[src/common/vsum_pkg.sv]
package vsum_pkg;

  ////////////////////////////////////////
  // Sizes
  ////////////////////////////////////////

  // Byte address and data width of the bus
  localparam int WB_ADDR_W = 8;
  localparam int WB_DATA_W = 32;

  // Accumulator count and largest vector count
  localparam int MAX_LEN = 16;
  localparam int MAX_VEC = 16;

  ////////////////////////////////////////
  // Register map
  ////////////////////////////////////////

  localparam logic [WB_ADDR_W-1:0] REG_CTRL        = 8'h00;
  localparam logic [WB_ADDR_W-1:0] REG_STATUS      = 8'h04;
  localparam logic [WB_ADDR_W-1:0] REG_DATA        = 8'h08;
  // Sum j sits at base plus 4*j
  localparam logic [WB_ADDR_W-1:0] REG_RESULT_BASE = 8'h40;

  ////////////////////////////////////////
  // Types
  ////////////////////////////////////////

  typedef logic [WB_ADDR_W-1:0] wb_addr_t;
  typedef logic [WB_DATA_W-1:0] word_t;
  // Count of vectors or elements, 1 to 16
  typedef logic [4:0]           count_t;
  // Accumulator or vector index
  typedef logic [3:0]           index_t;

  // Run request from the CTRL register
  typedef struct packed {
    logic   start;
    count_t size;
    count_t length;
  } run_cfg_t;

  // One element from the DATA register
  typedef struct packed {
    logic  valid;
    word_t data;
  } elem_t;

  // Write into the accumulator bank
  typedef struct packed {
    logic   en;
    logic   load;
    index_t index;
    word_t  data;
  } acc_op_t;

  typedef struct packed {
    logic busy;
    logic done;
    logic dropped;
  } run_status_t;

  typedef enum logic [1:0] {
    IDLE,
    COLLECT,
    DONE
  } sum_state_e;

endpackage

[src/vector_summation/accumulator_bank.sv]
`timescale 1ns/1ps

module accumulator_bank
  import vsum_pkg::*;
(
  input  logic    CLK,
  input  logic    RST,
  input  acc_op_t acc_op,
  input  index_t  rd_index,
  output word_t   rd_data
);

  ////////////////////////////////////////
  // Storage
  ////////////////////////////////////////

  // One running sum per element position
  word_t acc [MAX_LEN];

  // Current value at the write index
  word_t cur;
  // Value to store back
  word_t nxt;

  ////////////////////////////////////////
  // Write port
  ////////////////////////////////////////

  assign cur = acc[acc_op.index];

  // Load on the first vector, wrap-around add after
  always_comb begin
    if (acc_op.load) begin
      nxt = acc_op.data;
    end else begin
      nxt = cur + acc_op.data;
    end
  end

  always_ff @(posedge CLK or posedge RST) begin
    if (RST) begin
      for (int i = 0; i < MAX_LEN; i++) begin
        acc[i] <= '0;
      end
    end else if (acc_op.en) begin
      acc[acc_op.index] <= nxt;
    end
  end

  ////////////////////////////////////////
  // Read port
  ////////////////////////////////////////

  // Asynchronous, registered by the bus slave
  assign rd_data = acc[rd_index];

endmodule

[src/vector_summation/vector_sum_ctrl.sv]
`timescale 1ns/1ps

module vector_sum_ctrl
  import vsum_pkg::*;
(
  input  logic        CLK,
  input  logic        RST,
  input  run_cfg_t    run_cfg,
  input  elem_t       elem,
  output acc_op_t     acc_op,
  output run_status_t status
);

  ////////////////////////////////////////
  // Signals
  ////////////////////////////////////////

  sum_state_e state;

  // Latched run shape
  count_t size_q;
  count_t len_q;

  // Vector index and scalar index
  index_t vec_idx;
  index_t scal_idx;

  // Status flags
  logic busy_q;
  logic done_q;
  logic dropped_q;

  // Accumulator write, split into control and payload
  logic   op_en;
  logic   op_load;
  index_t op_index;
  word_t  op_data;

  logic last_scalar;
  logic last_vector;

  // Zero counts as one, oversize clips to the limit
  function automatic count_t norm_count(count_t c, int limit);
    count_t r;
    r = c;
    if (c == '0) r = count_t'(1);
    else if (int'(c) > limit) r = count_t'(limit);
    return r;
  endfunction

  ////////////////////////////////////////
  // Run FSM
  ////////////////////////////////////////

  // End of a vector and end of the run
  assign last_scalar = (count_t'(scal_idx) == len_q - count_t'(1));
  assign last_vector = (count_t'(vec_idx) == size_q - count_t'(1));

  always_ff @(posedge CLK or posedge RST) begin
    if (RST) begin
      state     <= IDLE;
      size_q    <= count_t'(1);
      len_q     <= count_t'(1);
      vec_idx   <= '0;
      scal_idx  <= '0;
      busy_q    <= 1'b0;
      done_q    <= 1'b0;
      dropped_q <= 1'b0;
      op_en     <= 1'b0;
    end else begin
      // Write strobe lasts one cycle
      op_en <= 1'b0;
      if (run_cfg.start) begin
        // New run, from any state
        state     <= COLLECT;
        size_q    <= norm_count(run_cfg.size, MAX_VEC);
        len_q     <= norm_count(run_cfg.length, MAX_LEN);
        vec_idx   <= '0;
        scal_idx  <= '0;
        busy_q    <= 1'b1;
        done_q    <= 1'b0;
        dropped_q <= 1'b0;
      end else if (elem.valid) begin
        if (state == COLLECT) begin
          op_en <= 1'b1;
          if (last_scalar) begin
            // Wrap to the next vector
            scal_idx <= '0;
            vec_idx  <= vec_idx + index_t'(1);
            if (last_vector) begin
              state  <= DONE;
              busy_q <= 1'b0;
              done_q <= 1'b1;
            end
          end else begin
            scal_idx <= scal_idx + index_t'(1);
          end
        end else begin
          // No run open, element is lost
          dropped_q <= 1'b1;
        end
      end
    end
  end

  // Payload, only meaningful with op_en
  always_ff @(posedge CLK) begin
    if (elem.valid) begin
      // First vector loads rather than adds
      op_load  <= (vec_idx == '0);
      op_index <= scal_idx;
      op_data  <= elem.data;
    end
  end

  assign acc_op = '{en: op_en, load: op_load, index: op_index, data: op_data};
  assign status = '{busy: busy_q, done: done_q, dropped: dropped_q};

endmodule

[src/verilog/wb_vsum_regs.sv]
`timescale 1ns/1ps

module wb_vsum_regs
  import vsum_pkg::*;
(
  input  logic        CLK,
  input  logic        RST,
  // Wishbone classic slave
  input  logic        cyc,
  input  logic        stb,
  input  logic        we,
  input  wb_addr_t    adr,
  input  word_t       dat_w,
  input  logic [3:0]  sel,
  output word_t       dat_r,
  output logic        ack,
  // Controller side
  output run_cfg_t    run_cfg,
  output elem_t       elem,
  input  run_status_t status,
  // Accumulator read port
  output index_t      rd_index,
  input  word_t       rd_data
);

  ////////////////////////////////////////
  // Decode
  ////////////////////////////////////////

  // New request, not yet acknowledged
  logic req;
  logic hit_result;
  word_t rd_word;

  // Registered strobes
  logic start_q;
  logic valid_q;

  // Registered payload
  count_t size_q;
  count_t len_q;
  word_t  data_q;

  assign req = cyc & stb & ~ack;

  // Sums occupy 0x40 to 0x7c, word aligned
  assign hit_result = (adr[7:6] == REG_RESULT_BASE[7:6]) && (adr[1:0] == 2'b00);
  assign rd_index   = adr[5:2];

  // Read mux, zero when unmapped
  always_comb begin
    rd_word = '0;
    if (adr == REG_STATUS) begin
      rd_word = {{(WB_DATA_W-3){1'b0}}, status.dropped, status.done, status.busy};
    end else if (hit_result) begin
      rd_word = rd_data;
    end
  end

  ////////////////////////////////////////
  // Ack and strobes
  ////////////////////////////////////////

  // Full-word access only, sel lanes not decoded
  always_ff @(posedge CLK or posedge RST) begin
    if (RST) begin
      ack     <= 1'b0;
      start_q <= 1'b0;
      valid_q <= 1'b0;
    end else begin
      ack     <= req;
      start_q <= req & we & (adr == REG_CTRL);
      valid_q <= req & we & (adr == REG_DATA);
    end
  end

  // Payload captured alongside the strobes
  always_ff @(posedge CLK) begin
    if (req) begin
      size_q <= dat_w[4:0];
      len_q  <= dat_w[12:8];
      data_q <= dat_w;
      // Read data lands with ack
      if (!we) begin
        dat_r <= rd_word;
      end
    end
  end

  assign run_cfg = '{start: start_q, size: size_q, length: len_q};
  assign elem    = '{valid: valid_q, data: data_q};

endmodule

[src/verilog/vsum_top.sv]
`timescale 1ns/1ps

module vsum_top
  import vsum_pkg::*;
(
  input  logic       CLK,
  input  logic       RST,
  input  logic       cyc,
  input  logic       stb,
  input  logic       we,
  input  wb_addr_t   adr,
  input  word_t      dat_w,
  input  logic [3:0] sel,
  output word_t      dat_r,
  output logic       ack
);

  ////////////////////////////////////////
  // Internal links
  ////////////////////////////////////////

  run_cfg_t    run_cfg;
  elem_t       elem;
  acc_op_t     acc_op;
  run_status_t status;
  index_t      rd_index;
  word_t       rd_data;

  // Bus slave and register file
  wb_vsum_regs u_regs (
    .CLK      (CLK),
    .RST      (RST),
    .cyc      (cyc),
    .stb      (stb),
    .we       (we),
    .adr      (adr),
    .dat_w    (dat_w),
    .sel      (sel),
    .dat_r    (dat_r),
    .ack      (ack),
    .run_cfg  (run_cfg),
    .elem     (elem),
    .status   (status),
    .rd_index (rd_index),
    .rd_data  (rd_data)
  );

  // Run FSM
  vector_sum_ctrl u_ctrl (
    .CLK     (CLK),
    .RST     (RST),
    .run_cfg (run_cfg),
    .elem    (elem),
    .acc_op  (acc_op),
    .status  (status)
  );

  // Running sums
  accumulator_bank u_bank (
    .CLK      (CLK),
    .RST      (RST),
    .acc_op   (acc_op),
    .rd_index (rd_index),
    .rd_data  (rd_data)
  );

endmodule

[config.mk]
export PLATFORM = sky130hd
export DESIGN_NAME = vsum_top
export DESIGN_NICKNAME = d
export VERILOG_FILES = /design/src/common/vsum_pkg.sv /design/src/vector_summation/accumulator_bank.sv /design/src/vector_summation/vector_sum_ctrl.sv /design/src/verilog/wb_vsum_regs.sv /design/src/verilog/vsum_top.sv
export SDC_FILE = /design/constraint.sdc
export NUM_CORES = 2
export LEC_CHECK = 0
export ABC_AREA = 1
export CORE_MARGIN = 2
export CORE_UTILIZATION = 45
export DETAILED_ROUTE_END_ITERATION = 8
export DONT_BUFFER_PORTS = 1
export PLACE_DENSITY = 0.6
export SYNTH_ARGS = -nofsm -noshare
export SYNTH_HDL_FRONTEND = slang
export SYNTH_SLANG_ARGS = --single-unit
[constraint.sdc]
create_clock -name CLK -period 23.7 [get_ports CLK]
set_clock_uncertainty 0.15 [all_clocks]
set_input_delay 3.555 -clock CLK [delete_from_list [all_inputs] [get_ports CLK]]
set_output_delay 3.555 -clock CLK [all_outputs]
set_load 0.01 [all_outputs]
==> impl_metrics.env <==
export IMPL_post_drt_wl_per_cell_microns=24.90
export IMPL_clk_path_buf_depth=3
export IMPL_clock_fmax_ghz=0.1612
export IMPL_cts_setup_buffers=0
export IMPL_finalCritPeriodShare=0.2617
export IMPL_setup_tns_final_ns=0
export IMPL_leakage_nw=15.95
export IMPL_cp_end_kind="flop"
export IMPL_max_cap_violations=0
export IMPL_max_vdd_ir_drop_mv=0.06079
export IMPL_crit_type="flop to flop"
export IMPL_power_density_nw_per_um2=62.91
export IMPL_post_route_min_period_ns=6.202
export IMPL_nFillCells=7171
export IMPL_synthCells=4332
export IMPL_worstPathCellList="buf_4 > nor2_4 > buf_4 > buf_4 > a22oi_1 > o221ai_1 > nand2_1 > nand4_1 > inv_1 > fa_1 > inv_1 > nand2_1 > a21oi_2 > nand2_1 > nand2_1 > nand3_1 > nand2_1 > nand2_1 > nand3_1 > nand3_1 > nand3_1 > o21ai_0"
export IMPL_synth_avg_cell_area_sq_um=7.853
export IMPL_cts_tree="done"
export IMPL_setup_slack_ns=17.50
export IMPL_rr_endpoint="u_bank.acc[278]"
export IMPL_path_max_fanout=67
export IMPL_finalMaxSlewViolations=0
export IMPL_hold_path_class="flop to flop"
export IMPL_worst_ep_arrival_time_ns=6.52
export IMPL_htree_levels=3
export IMPL_grt_first_pass_wirelength_microns=191800
export IMPL_ys_ff_latch=638
export IMPL_path_buf_inv=5
export IMPL_ant_nets=0
export IMPL_crit_top_cell="nand2_1"
export IMPL_route_detailed_drc=0
export IMPL_io_buffer_count=0
export IMPL_layout_commonest_cell="nand2_1"
export IMPL_worst_ep_required_time_ns=24.01
export IMPL_outcome="complete, no violations"
export IMPL_ys_flop_type="dfrtp_1"
export IMPL_grt_max_degree=278
export IMPL_synth_async_reset_ratio=0.8417
export IMPL_pre_cts_slack_ns=16.97
export IMPL_startpoint_type="flop"
export IMPL_worst_path_max_delay_cell="buf_4"
export IMPL_cts_made_buffers=73
export IMPL_antenna_found_initial=2
export IMPL_die_w_microns=279.0
export IMPL_vias_per_cell=6.150
export IMPL_detail_route_iter0_violations=4349
export IMPL_cp_endpoint="u_bank.acc[278]"
export IMPL_grt_overflow_total=0
export IMPL_cts_sinks=638
export IMPL_antenna_cells=0
export IMPL_grt_usage=0.3296
export IMPL_clk_pin_slew_worst_paths_ns=0.06
export IMPL_tightest_slew_ns=1.271
export IMPL_core_area_sq_um=74700
export IMPL_first_pass_iters=6
export IMPL_yosysUniqueCellTypes=44
export IMPL_die_h_microns=279.0
export IMPL_startpoint="u_ctrl.op_index[0]"
export IMPL_mappedNetlistArea_sq_um=34020
export IMPL_die_area_sq_um=77810
export IMPL_rsz0062_at_grt="no"
export IMPL_grt_pass1_vias=29712
export IMPL_ys_warnings_count=0
export IMPL_crit_cells=22
export IMPL_gp_congestion=0.9798
export IMPL_initial_core_util=0.4554
export IMPL_r2r_slack_ns=17.50
export IMPL_cts_root_buf="clkbuf_16"
export IMPL_max_slew_margin=0.1473
export IMPL_hold_violations=0
export IMPL_dp_hpwl_microns=70000
export IMPL_finalSetupViolations=0
export IMPL_fin_hold_ws_ns=0.2660
export IMPL_finalNetCount=4224
export IMPL_timing_rr_start="u_ctrl.op_index[0]"
export IMPL_via_count=31770
export IMPL_syn_nets=4418
export IMPL_hp_start="u_regs.data_q[24]"
export IMPL_drive_gt1_frac=0.05790
export IMPL_synth_edff_count=101
export IMPL_cts_resized=0
export IMPL_max_stage_delay_ns=0.98
export IMPL_wirelength_microns=128600
export IMPL_std_cell_rows=100
export IMPL_areaGrowthSynthToFinish_pct=8.518
export IMPL_hold_buffers=0
export IMPL_ios=82
export IMPL_cp_top_family="simple AND/OR/NAND/NOR gates"
export IMPL_final_cell_mix="nand2_1 (1,276), dfrtp_1 (534), o21ai_0 (433)"
export IMPL_synth_seq_area_share=0.4842
export IMPL_reg2regPathDepth=22
export IMPL_clk_latency_ns=0.63
==> synthesized netlist by cell type (all sizes together), types with 3 or more instances <==
cell	number	area, sq um
dfrtp	535	13390
buf	82	384.1
xor2	12	105.1
nand3	425	2127
o211ai	60	450.4
edfxtp	101	3033
o22ai	9	56.30
ha	36	450.4
clkbuf	248	930.9
xnor2	8	70.07
o21bai	7	52.55
nand2	1281	4811
or2	22	137.6
inv	399	1498
a31oi	40	250.2
o21ai	444	2230
a21o	3	22.52
o221ai	123	1077
a21oi	162	814.5
nor2	118	473.0
nand4	36	225.2
a22oi	124	930.9
o2111ai	20	175.2
nor3	8	40.04
o311ai	15	131.4
==> worst reg2reg max path: stages (launching register included) <==
cell	delay [ns]
edfxtp_1	0.37
buf_4	0.28
nor2_4	0.45
buf_4	0.67
buf_4	1.02
a22oi_1	0.27
o221ai_1	0.15
nand2_1	0.09
nand4_1	0.16
inv_1	0.07
fa_1	0.41
inv_1	0.08
nand2_1	0.06
a21oi_2	0.21
nand2_1	0.08
nand2_1	0.20
nand3_1	0.10
nand2_1	0.22
nand2_1	0.11
nand3_1	0.08
nand3_1	0.52
nand3_1	0.22
o21ai_0	0.10
==> power breakdown <==
group / internal [mW] / total [mW] / switching, mW / leakage [nW]
registers: 1.12 / 1.12 / 0.00176 / 8.47
logic: 0.0135 / 0.0693 / 0.0558 / 6.34
clock network: 0.654 / 1.13 / 0.481 / 1.14
==> logic make-up (layout without fill, tap and decap cells) <==
family / after synthesis / after routing / synth area share
AO/OA/AOI/OAI: 1011 / 1011 / 0.1829
XOR/XNOR: 20 / 20 / 0.005149
adder cells (fa/ha/maj): 37 / 37 / 0.01383
buffers and inverters: 729 / 594 / 0.08268
flip-flops: 638 / 638 / 0.4842
multiplexers: 1 / 1 / 0.0002942
AND/OR/NAND/NOR: 1896 / 1896 / 0.2309
==> worst min path at each step <==
stage	depth (start not counted)	end	slack, ns
2_1_floorplan	0	u_ctrl.op_data[13]	0.25
3_3_place_gp	0	u_ctrl.op_data[15]	0.25
3_5_place_dp	0	u_ctrl.op_data[14]	0.25
4_1_cts	0	u_ctrl.op_data[5]	0.27
5_1_grt	0	u_ctrl.op_data[5]	0.27
6_report	0	u_ctrl.op_data[24]	0.27
==> metrics by stage <==
step | area [sq um] | instances | power, mW | util
floorplan | 34020 | 4332 | 1.192 | -
global placement | 34580 | 5032 | 1.207 | 0.4629
detailed placement | 34580 | 5032 | 1.207 | 0.4629
CTS | 36920 | 5166 | 2.332 | 0.4942
global route | 36920 | 5166 | 2.381 | 0.4942
finish | 36920 | 5166 | 2.322 | 0.4942
==> routing by layer <==
layer / share of wire / global-route usage / up-vias
li1: - / - / 14231
met1: 0.43 / 0.4789 / 15299
met2: 0.43 / 0.4899 / 1924
met3: 0.12 / 0.06853 / 312
met4: 0.033 / 0.1104 / 4
met5: 0.00020 / 0 / -
==> final cells by class <==
type                       instances  area (sq um)  share of cell area
tap                              969          1212             0.03284
timing repair buffer              61         457.9             0.01240
clock inverter                    22         170.2            0.004609
sequential                       638         16470              0.4463
clock buffer                     112          2170             0.05877
multi-input combinational       2965         14920              0.4041
inverter                         399          1513             0.04098
==> flip-flops by register name, indices dropped and copies added (netlist names) <==
signal	cells
u_ctrl.op_index	4
u_ctrl.op_data	32
u_bank.acc	512
u_ctrl.scal_idx	4
u_regs.valid_q	1
u_regs.data_q	32
u_ctrl.dropped_q	1
u_regs.ack	1
u_ctrl.size_q	5
u_ctrl.done_q	1
u_ctrl.vec_idx	4
u_ctrl.len_q	5
u_regs.dat_r	32
u_ctrl.op_load	1
u_ctrl.state	1
u_ctrl.op_en	1
u_regs.start_q	1
Power figures use the tool's default switching activity.
